--- config.mk ---
export PLATFORM = sky130hd
export DESIGN_NAME = maint_top
export DESIGN_NICKNAME = d
export VERILOG_FILES = /design/src/common/maint_pkg.sv /design/src/common/mem_req_if.sv /design/src/hw/init/init_sequencer.sv /design/src/hw/init/checksum_unit.sv /design/src/hw/mem_port_mux.sv /design/src/hw/maint_top.sv
export SDC_FILE = /design/constraint.sdc
export NUM_CORES = 1
export LEC_CHECK = 0
export ABC_AREA = 1
export BUFFER_PORTS_ARGS = -buffer_cell sky130_fd_sc_hd__buf_2
export CORE_AREA = 5 5 196 198
export DETAILED_ROUTE_END_ITERATION = 10
export DIE_AREA = 0 0 201 203
export SKIP_CTS_REPAIR_TIMING = 1
export SYNTH_ARGS = -nofsm -noshare
export SYNTH_HDL_FRONTEND = slang
export SYNTH_SLANG_ARGS = --single-unit
--- constraint.sdc ---
create_clock -name clk -period 3.2 [get_ports clk]
set_clock_uncertainty 0.1 [all_clocks]
set_input_delay 0.16 -clock clk [delete_from_list [all_inputs] [get_ports clk]]
set_output_delay 0.16 -clock clk [all_outputs]
set_load 0.03 [all_outputs]
--- src/common/maint_pkg.sv ---
/*
 * widths, memory window and init sizes for the maintenance block
 * word and address types, init phase enum
 */

`default_nettype none

package maint_pkg;

    localparam int WORD_W      = 32;
    localparam int ADDR_W      = 32;
    localparam int ADDR_MASK_W = 26;   // low bits kept for the memory window

    localparam int ZERO_WORDS   = 16;  // cleared from address 0
    localparam int IMAGE_WORDS  = 8;   // must not exceed ZERO_WORDS
    localparam int LOAD_CREDITS = 2;   // also the stream buffer depth

    // stream buffer pointer and fill counter widths
    localparam int LD_PTR_W = (LOAD_CREDITS > 1) ? $clog2(LOAD_CREDITS) : 1;
    localparam int LD_CNT_W = $clog2(LOAD_CREDITS + 1);

    typedef logic [WORD_W-1:0] word_t;  // data and checksums
    typedef logic [ADDR_W-1:0] addr_t;  // byte address, steps by 4

    typedef enum logic [1:0] {
        PH_ZERO,
        PH_LOAD,
        PH_VERIFY,
        PH_DONE
    } init_phase_e;

endpackage

`default_nettype wire

--- src/common/mem_req_if.sv ---
/*
 * one memory request path
 * req/busy handshake, requester and server modports
 */

`timescale 1ns/1ps
`default_nettype none

interface mem_req_if;

    logic             req;
    logic             we;
    maint_pkg::addr_t addr;
    maint_pkg::word_t wdata;
    maint_pkg::word_t rdata;  // valid in the cycle busy falls
    logic             busy;

    modport requester (
        output req, we, addr, wdata,
        input  rdata, busy
    );

    modport server (
        input  req, we, addr, wdata,
        output rdata, busy
    );

endinterface

`default_nettype wire

--- src/hw/init/init_sequencer.sv ---
/*
 * init phase sequencer: zero fill, image load, readback verify
 * address counter, stream word buffer with credit return
 */

`timescale 1ns/1ps
`default_nettype none

module init_sequencer (
    input  wire logic                   clk,
    input  wire logic                   i_rst_n,
    input  wire logic                   i_ld_valid,
    input  wire maint_pkg::word_t       i_ld_data,
    output logic                        o_ld_credit,
    mem_req_if.requester                mem,
    output maint_pkg::init_phase_e      o_phase,
    output logic                        o_load_strobe,
    output maint_pkg::word_t            o_load_data,
    output logic                        o_verify_strobe,
    output maint_pkg::word_t            o_verify_data
);

    // handshake progress of the single operation in flight
    typedef enum logic [1:0] {
        OP_IDLE,
        OP_ISSUE,
        OP_WAIT_HI,
        OP_WAIT_LO
    } op_state_e;

    maint_pkg::init_phase_e r_phase;
    op_state_e              r_op;
    maint_pkg::addr_t       r_addr;
    maint_pkg::addr_t       last_addr;
    logic                   r_req;
    logic                   r_credit;
    logic                   have_work;
    logic                   op_done;

    maint_pkg::word_t                  fifo_mem [maint_pkg::LOAD_CREDITS];
    logic [maint_pkg::LD_PTR_W-1:0]    r_wr_ptr;
    logic [maint_pkg::LD_PTR_W-1:0]    r_rd_ptr;
    logic [maint_pkg::LD_CNT_W-1:0]    r_count;
    logic                              fifo_empty;
    logic                              fifo_full;
    logic                              push;
    logic                              pop;

    assign fifo_empty = (r_count == '0);
    assign fifo_full  = (r_count == maint_pkg::LD_CNT_W'(maint_pkg::LOAD_CREDITS));
    assign op_done    = (r_op == OP_WAIT_LO) && !mem.busy;
    assign push       = i_ld_valid;  // words may arrive in any phase
    assign pop        = op_done && (r_phase == maint_pkg::PH_LOAD);

    always_comb begin
        have_work = 1'b0;
        last_addr = maint_pkg::addr_t'((maint_pkg::IMAGE_WORDS - 1) * 4);
        case (r_phase)
            maint_pkg::PH_ZERO: begin
                have_work = 1'b1;
                last_addr = maint_pkg::addr_t'((maint_pkg::ZERO_WORDS - 1) * 4);
            end
            maint_pkg::PH_LOAD:   have_work = !fifo_empty;
            maint_pkg::PH_VERIFY: have_work = 1'b1;
            default:              have_work = 1'b0;
        endcase
    end

    // phase and address advance on completion
    always_ff @(posedge clk) begin
        if (!i_rst_n) begin
            r_phase <= maint_pkg::PH_ZERO;
            r_addr  <= '0;
        end else if (op_done) begin
            if (r_addr == last_addr) begin
                r_addr <= '0;
                case (r_phase)
                    maint_pkg::PH_ZERO: r_phase <= maint_pkg::PH_LOAD;
                    maint_pkg::PH_LOAD: r_phase <= maint_pkg::PH_VERIFY;
                    default:            r_phase <= maint_pkg::PH_DONE;
                endcase
            end else begin
                r_addr <= r_addr + maint_pkg::addr_t'(4);
            end
        end
    end

    always_ff @(posedge clk) begin
        if (!i_rst_n) begin
            r_op  <= OP_IDLE;
            r_req <= 1'b0;
        end else begin
            case (r_op)
                OP_IDLE: if (have_work && !mem.busy) begin
                    r_req <= 1'b1;
                    r_op  <= OP_ISSUE;
                end
                OP_ISSUE: if (!mem.busy) begin  // taken this cycle
                    r_req <= 1'b0;
                    r_op  <= OP_WAIT_HI;
                end
                OP_WAIT_HI: if (mem.busy) r_op <= OP_WAIT_LO;
                default:    if (!mem.busy) r_op <= OP_IDLE;
            endcase
        end
    end

    always_ff @(posedge clk) begin
        if (!i_rst_n) begin
            r_wr_ptr <= '0;
            r_rd_ptr <= '0;
            r_count  <= '0;
            r_credit <= 1'b0;
        end else begin
            r_credit <= pop;  // one credit back per word written
            if (push) begin
                r_wr_ptr <= (r_wr_ptr == maint_pkg::LD_PTR_W'(maint_pkg::LOAD_CREDITS - 1)) ?
                            '0 : r_wr_ptr + 1'b1;
            end
            if (pop) begin
                r_rd_ptr <= (r_rd_ptr == maint_pkg::LD_PTR_W'(maint_pkg::LOAD_CREDITS - 1)) ?
                            '0 : r_rd_ptr + 1'b1;
            end
            if (push && !pop)
                r_count <= r_count + 1'b1;
            else if (pop && !push)
                r_count <= r_count - 1'b1;
        end
    end

    always_ff @(posedge clk) begin
        if (push) fifo_mem[r_wr_ptr] <= i_ld_data;
    end

    assign mem.req   = r_req;
    assign mem.we    = (r_phase != maint_pkg::PH_VERIFY);
    assign mem.addr  = r_addr;
    assign mem.wdata = (r_phase == maint_pkg::PH_LOAD) ? fifo_mem[r_rd_ptr] : '0;

    assign o_phase         = r_phase;
    assign o_ld_credit     = r_credit;
    assign o_load_strobe   = push;
    assign o_load_data     = i_ld_data;
    assign o_verify_strobe = op_done && (r_phase == maint_pkg::PH_VERIFY);
    assign o_verify_data   = mem.rdata;  // read data valid as busy falls

    // source only sends while holding a credit
    a_no_overrun: assert property (@(posedge clk) disable iff (!i_rst_n)
        !(i_ld_valid && fifo_full));

    a_req_rise_idle: assert property (@(posedge clk) disable iff (!i_rst_n)
        $rose(mem.req) |-> !mem.busy);

endmodule

`default_nettype wire

--- src/hw/init/checksum_unit.sv ---
/*
 * load and verify checksum accumulators, end-of-init match flag
 */

`timescale 1ns/1ps
`default_nettype none

module checksum_unit (
    input  wire logic                   clk,
    input  wire logic                   i_rst_n,
    input  wire maint_pkg::init_phase_e i_phase,
    input  wire logic                   i_load_strobe,
    input  wire maint_pkg::word_t       i_load_data,
    input  wire logic                   i_verify_strobe,
    input  wire maint_pkg::word_t       i_verify_data,
    output maint_pkg::word_t            o_load_checksum,
    output logic                        o_verify_ok
);

    maint_pkg::word_t r_load_sum;
    maint_pkg::word_t r_verify_sum;
    maint_pkg::word_t verify_sum_nxt;
    logic             r_match;

    assign verify_sum_nxt = r_verify_sum + (i_verify_strobe ? i_verify_data : '0);

    always_ff @(posedge clk) begin
        if (!i_rst_n) begin
            r_load_sum   <= '0;
            r_verify_sum <= '0;
            r_match      <= 1'b0;
        end else begin
            if (i_load_strobe) r_load_sum <= r_load_sum + i_load_data;  // wraps mod 2^32
            if (i_verify_strobe) r_verify_sum <= verify_sum_nxt;
            // tracks through verify, frozen once the phase moves on
            if (i_phase == maint_pkg::PH_VERIFY)
                r_match <= (verify_sum_nxt == r_load_sum);
        end
    end

    assign o_load_checksum = r_load_sum;
    assign o_verify_ok     = r_match && (i_phase == maint_pkg::PH_DONE);

    a_no_strobe_done: assert property (@(posedge clk) disable iff (!i_rst_n)
        (i_load_strobe || i_verify_strobe) |-> (i_phase != maint_pkg::PH_DONE));

endmodule

`default_nettype wire

--- src/hw/mem_port_mux.sv ---
/*
 * memory port select between init path and user bus
 * user address masking, user busy until init is done
 */

`timescale 1ns/1ps
`default_nettype none

module mem_port_mux (
    input  wire maint_pkg::init_phase_e i_phase,
    mem_req_if.server                   init,
    input  wire logic                   i_usr_rd,
    input  wire logic                   i_usr_wr,
    input  wire maint_pkg::addr_t       i_usr_addr,
    input  wire maint_pkg::word_t       i_usr_wdata,
    output maint_pkg::word_t            o_usr_rdata,
    output logic                        o_usr_busy,
    output logic                        o_mem_req,
    output logic                        o_mem_we,
    output maint_pkg::addr_t            o_mem_addr,
    output maint_pkg::word_t            o_mem_wdata,
    input  wire maint_pkg::word_t       i_mem_rdata,
    input  wire logic                   i_mem_busy
);

    logic             usr_active;
    maint_pkg::addr_t usr_addr_masked;

    assign usr_active = (i_phase == maint_pkg::PH_DONE);

    // only the memory window bits reach the controller
    assign usr_addr_masked = {
        {(maint_pkg::ADDR_W - maint_pkg::ADDR_MASK_W){1'b0}},
        i_usr_addr[maint_pkg::ADDR_MASK_W-1:0]
    };

    assign o_mem_req   = usr_active ? (i_usr_rd | i_usr_wr) : init.req;
    assign o_mem_we    = usr_active ? i_usr_wr : init.we;
    assign o_mem_addr  = usr_active ? usr_addr_masked : init.addr;
    assign o_mem_wdata = usr_active ? i_usr_wdata : init.wdata;

    assign init.rdata  = i_mem_rdata;
    assign init.busy   = i_mem_busy | usr_active;  // init path closed after hand-off

    assign o_usr_rdata = i_mem_rdata;
    assign o_usr_busy  = usr_active ? i_mem_busy : 1'b1;  // requests dropped until done

    always_comb begin
        a_usr_rd_wr_excl: assert final (!(i_usr_rd && i_usr_wr));
    end

endmodule

`default_nettype wire

--- src/hw/maint_top.sv ---
/*
 * boot-time memory maintenance top level
 * sequencer, checksum unit and memory port mux
 */

`timescale 1ns/1ps
`default_nettype none

module maint_top (
    input  wire logic             clk,
    input  wire logic             i_rst_n,
    // boot image stream
    input  wire logic             i_ld_valid,
    input  wire maint_pkg::word_t i_ld_data,
    output logic                  o_ld_credit,
    // user bus
    input  wire logic             i_usr_rd,
    input  wire logic             i_usr_wr,
    input  wire maint_pkg::addr_t i_usr_addr,
    input  wire maint_pkg::word_t i_usr_wdata,
    output maint_pkg::word_t      o_usr_rdata,
    output logic                  o_usr_busy,
    // external memory controller
    output logic                  o_mem_req,
    output logic                  o_mem_we,
    output maint_pkg::addr_t      o_mem_addr,
    output maint_pkg::word_t      o_mem_wdata,
    input  wire maint_pkg::word_t i_mem_rdata,
    input  wire logic             i_mem_busy,
    // status
    output logic                  o_init_done,
    output logic                  o_verify_ok,
    output maint_pkg::word_t      o_load_checksum
);

    maint_pkg::init_phase_e phase;
    logic                   load_strobe;
    maint_pkg::word_t       load_data;
    logic                   verify_strobe;
    maint_pkg::word_t       verify_data;

    mem_req_if init_if ();

    init_sequencer u_init_sequencer (
        .clk            (clk),
        .i_rst_n        (i_rst_n),
        .i_ld_valid     (i_ld_valid),
        .i_ld_data      (i_ld_data),
        .o_ld_credit    (o_ld_credit),
        .mem            (init_if.requester),
        .o_phase        (phase),
        .o_load_strobe  (load_strobe),
        .o_load_data    (load_data),
        .o_verify_strobe(verify_strobe),
        .o_verify_data  (verify_data)
    );

    checksum_unit u_checksum_unit (
        .clk            (clk),
        .i_rst_n        (i_rst_n),
        .i_phase        (phase),
        .i_load_strobe  (load_strobe),
        .i_load_data    (load_data),
        .i_verify_strobe(verify_strobe),
        .i_verify_data  (verify_data),
        .o_load_checksum(o_load_checksum),
        .o_verify_ok    (o_verify_ok)
    );

    mem_port_mux u_mem_port_mux (
        .i_phase    (phase),
        .init       (init_if.server),
        .i_usr_rd   (i_usr_rd),
        .i_usr_wr   (i_usr_wr),
        .i_usr_addr (i_usr_addr),
        .i_usr_wdata(i_usr_wdata),
        .o_usr_rdata(o_usr_rdata),
        .o_usr_busy (o_usr_busy),
        .o_mem_req  (o_mem_req),
        .o_mem_we   (o_mem_we),
        .o_mem_addr (o_mem_addr),
        .o_mem_wdata(o_mem_wdata),
        .i_mem_rdata(i_mem_rdata),
        .i_mem_busy (i_mem_busy)
    );

    assign o_init_done = (phase == maint_pkg::PH_DONE);

endmodule

`default_nettype wire

==> impl_metrics.yaml <==
floorplanning:
  die_h_microns: 203
  die_x_microns: 201
  io_pins: 268
  coreArea_sq_mm: 0.0363
  placement_rows: 70
  initial_core_util: 0.347
  die_area_sq_mm: 0.0408
worst_setup_path:
  critPathArrivalTime_ns: 3.48
  r2r_slack_ns: -0.02
  worstSetupStartpoint: "u_init_sequencer.o_phase[1]"
  critPathRequiredTime_ns: 3.47
  r2r-start: "u_init_sequencer.o_phase[1]"
  crit_end: "u_checksum_unit.r_match"
  critical_path_class: "reg2reg"
  timing.reg2reg.worst_path_depth: 26
  cp-end-kind: "register"
  crit_fanout: 7
  r2r-end: "u_checksum_unit.r_match"
  crit_path_start_kind: "register"
global_route:
  first_global_vias: 12400
  initial_antenna_violation_count: 1
  global_route_wire_length_before_repair_mm: 65.5
  globalRouteOverflowTotal: 0
  grt_max_degree: 85
  groute.usage.overall: 0.199
drt:
  drc: 0
  route.detailed.wl_per_inst_microns: 15.5
  route.detailed.vias_per_inst: 4.87
  drt_iter0_drc: 821
  ant_nets: 0
  via_count: 13400
  wirelength_mm: 42.4
  drtPass1Iterations: 5
logic_synthesis:
  synth_edf_count: 64
  synth.top_cells.by_count: "440 x sky130_fd_sc_hd__nand2_1, 323 x sky130_fd_sc_hd__inv_1, 203 x sky130_fd_sc_hd__nor2_1"
  netlist_area_sq_mm: 0.0126
  post-synth-top-count-cell: "sky130_fd_sc_hd__nand2_1"
  synth_top_cell_area_share: 0.168
  syn_nets: 2106
  async_reset_ff_frac: 0
  seq_area_frac_synth: 0.321
  synth_top_area_cell: "sky130_fd_sc_hd__dfxtp_1"
  synth.ff_latch_count: 170
  synth_ff_type: "sky130_fd_sc_hd__dfxtp_1"
  postSynthAreaPerCell_sq_um: 6.64
  post_synth_main_area_contributors: "sky130_fd_sc_hd__dfxtp_1 17%, sky130_fd_sc_hd__edfxtp_1 15%, sky130_fd_sc_hd__nand2_1 13%, sky130_fd_sc_hd__inv_1 9.6%, sky130_fd_sc_hd__ha_1 6.9%"
  synth.lib_cells_used.distinct: 50
  postSynthCellCount: 1900
  synth-warning-count: 0
clocking:
  cts_buf_count: 17
  cts-htree-levels: 4
  tritoncts: "yes"
  clock_tree_sinks: 170
  insertion_delay_of_the_later_clocked_pin_in_the_worst_skew_pair_ns: 0.45
  clkTransAtPathRegs_ns: 0.07
  max-clock-path-buffers: 2
  cts_root_buf: "sky130_fd_sc_hd__clkbuf_16"
timing:
  final_hold_viol_count: 0
  total_negative_setup_slacks_ns: -0.0158
  max_clock_freq_mhz: 311
  timing.slew.headroom: 0.371
  rsz0062_at_grt: "true"
  timing.final.crit_share: 1.00
  worst_slew_pin_slew_ns: 0.943
  setup-violations-final: 1
  drv_slew: 0
  final_critical_delay_including_setup_and_external_delays_ns: 3.22
  final.setup.worst_slack_ns: -0.0158
layout:
  layout.core_utilization: 0.452
  sequential_cell_area_sq_mm: 0.00405
  n_fill_cell: 3790
  final_area_sq_mm: 0.0164
  drive_above_1_share: 0.236
  area_of_combinational_cells_with_multiple_inputs_sq_mm: 0.00732
  areaGrowthSynthToFinish_pct: 30.2
  number_of_nets_in_the_final_layout: 2466
  num_antenna_cells: 0
power:
  internal-power_mw: 3.93
  power_dissipated_by_switching_net_loads_mw: 1.93
  combinationalPowerShare: 0.224
  cellPowerDensity_mw_per_mm2: 357
  p_clk_frac: 0.354
  finalPower_mw: 5.86
  power_share_of_the_sequential_group: 0.422
  cellLeakagePower_nw: 8.29
  power.switching_fraction: 0.329
  peakVddDrop_uv: 404
outcome:
  status: "finished, violations left"
  failed_checks: "setup timing"
placement:
  dpl_worst_slack_ns: -0.197
  buffer_ports.inserted: 261
  place_hpwl_mm: 33.8
  dpl-instance-area_sq_mm: 0.0150
  gp_congestion: 0.929
job:
  drv.max_cap_violation_count: 0
min_path:
  hold_path_class: "in2reg"
[critical path: stages, from the launching register on]
cell and delay (ns):
sky130_fd_sc_hd__dfxtp_2 0.34, sky130_fd_sc_hd__nand2_4 0.07, sky130_fd_sc_hd__nand2_4 0.05, sky130_fd_sc_hd__inv_4 0.06
sky130_fd_sc_hd__nand2_4 0.05, sky130_fd_sc_hd__inv_4 0.06, sky130_fd_sc_hd__nand3_4 0.17, sky130_fd_sc_hd__buf_12 0.19
sky130_fd_sc_hd__nor2_1 0.14, sky130_fd_sc_hd__ha_1 0.32, sky130_fd_sc_hd__nand2_1 0.14, sky130_fd_sc_hd__inv_1 0.05
sky130_fd_sc_hd__nand2_1 0.08, sky130_fd_sc_hd__nand3_2 0.12, sky130_fd_sc_hd__nand2_1 0.08, sky130_fd_sc_hd__nand2_1 0.12
sky130_fd_sc_hd__nand2_2 0.12, sky130_fd_sc_hd__nand2_1 0.06, sky130_fd_sc_hd__nand2_1 0.07, sky130_fd_sc_hd__nand2_1 0.08
sky130_fd_sc_hd__nand2_1 0.07, sky130_fd_sc_hd__nand2_1 0.05, sky130_fd_sc_hd__nor2_2 0.15, sky130_fd_sc_hd__nand2_2 0.10
sky130_fd_sc_hd__nor2_2 0.10, sky130_fd_sc_hd__nand3_1 0.07, sky130_fd_sc_hd__a21oi_1 0.11
[power groups by stage]
stage | Combinational [mW] | Sequential [mW] | Clock [mW]
6_report | 1.31 | 2.47 | 2.07
3_5_place_dp | 1.27 | 2.51 | 0
5_1_grt | 1.47 | 2.48 | 2.21
2_1_floorplan | 0.757 | 2.56 | 0
4_1_cts | 1.27 | 2.46 | 2.12
3_3_place_gp | 1.26 | 2.51 | 0
[routing by layer]
metal	part of all wire	up-vias	global-route usage
met4	0.019	2	0.0551
met2	0.45	372	0.321
li1	-	6880	-
met1	0.47	6061	0.277
met5	0.00031	-	0
met3	0.055	43	0.0329
[metrics by stage]
stage | instances | hold slack, ns
after floorplan | 1900 | 0.159
after global placement | 2667 | 0.278
after detailed placement | 2667 | 0.278
after CTS | 2699 | -0.210
after global routing | 2741 | 0.109
final | 2741 | 0.110
[cell usage in the layout (no fill, tap or decap), types with 4 or more instances in the layout]
cell and instances:
sky130_fd_sc_hd__buf_4 123, sky130_fd_sc_hd__inv_1 322, sky130_fd_sc_hd__nand2_2 31, sky130_fd_sc_hd__ha_4 11
sky130_fd_sc_hd__nor4_1 10, sky130_fd_sc_hd__buf_2 261, sky130_fd_sc_hd__a21o_1 6, sky130_fd_sc_hd__nand2_1 410
sky130_fd_sc_hd__a221oi_1 4, sky130_fd_sc_hd__ha_1 57, sky130_fd_sc_hd__a211oi_1 5, sky130_fd_sc_hd__edfxtp_1 64
sky130_fd_sc_hd__nor3_1 26, sky130_fd_sc_hd__clkbuf_16 19, sky130_fd_sc_hd__xnor2_1 11, sky130_fd_sc_hd__dlygate4sd3_1 33
sky130_fd_sc_hd__o21a_1 9, sky130_fd_sc_hd__nor2_1 181, sky130_fd_sc_hd__dfxtp_2 4, sky130_fd_sc_hd__o211ai_1 17
sky130_fd_sc_hd__a21oi_1 106, sky130_fd_sc_hd__xor2_1 23, sky130_fd_sc_hd__nand4_1 26, sky130_fd_sc_hd__dfxtp_1 102
sky130_fd_sc_hd__nand2_4 4, sky130_fd_sc_hd__nor2_2 20, sky130_fd_sc_hd__nor3_2 5, sky130_fd_sc_hd__a21oi_2 14
sky130_fd_sc_hd__nor2_4 5, sky130_fd_sc_hd__o21bai_1 17, sky130_fd_sc_hd__o21ai_0 160, sky130_fd_sc_hd__nand3_1 121
[logic make-up after synthesis]
group	Yosys count	share of synthesized area
DFF	170	0.321
adders and majority gates	72	0.0726
buffers and inverters	408	0.132
and+or+nand+nor	854	0.287
AOI/OAI and AO/OA	358	0.158
xor gates and xnor gates	38	0.0297
[final cells by class]
cell class / count / share of cell area
Multi-Input combinational cell: 1322 / 0.446
Clock buffer: 18 / 0.0261
Clock inverter: 14 / 0.00854
Timing Repair Buffer: 422 / 0.162
Sequential cell: 170 / 0.247
Inverter: 327 / 0.0751
Tap cell: 468 / 0.0357
[worst min path at each step]
stage | start | to | slack (ns) | depth (start not counted)
finish | i_ld_valid | u_checksum_unit.o_load_checksum[31] | 0.11 | 3
global route | i_ld_valid | u_checksum_unit.o_load_checksum[31] | 0.11 | 3
CTS | i_ld_data[26] | u_init_sequencer.fifo_mem[1][26] | -0.21 | 1
detailed placement | i_ld_data[26] | u_init_sequencer.fifo_mem[1][26] | 0.28 | 1
global placement | i_ld_data[26] | u_init_sequencer.fifo_mem[1][26] | 0.28 | 1
floorplan | i_ld_data[0] | u_init_sequencer.fifo_mem[0][0] | 0.16 | 0
[sequential cells by signal, summed over array words and instances, names as in the netlist, named ones only]
signal                           count
u_checksum_unit.o_load_checksum     32
u_checksum_unit.r_match              1
u_checksum_unit.r_verify_sum        32
u_init_sequencer.fifo_mem           64
u_init_sequencer.mem.addr           30
u_init_sequencer.mem.req             1
u_init_sequencer.o_ld_credit         1
u_init_sequencer.o_phase             2
u_init_sequencer.r_count             2
u_init_sequencer.r_op                2
u_init_sequencer.r_rd_ptr            1
u_init_sequencer.r_wr_ptr            1
Power figures use the tool's default switching activity.
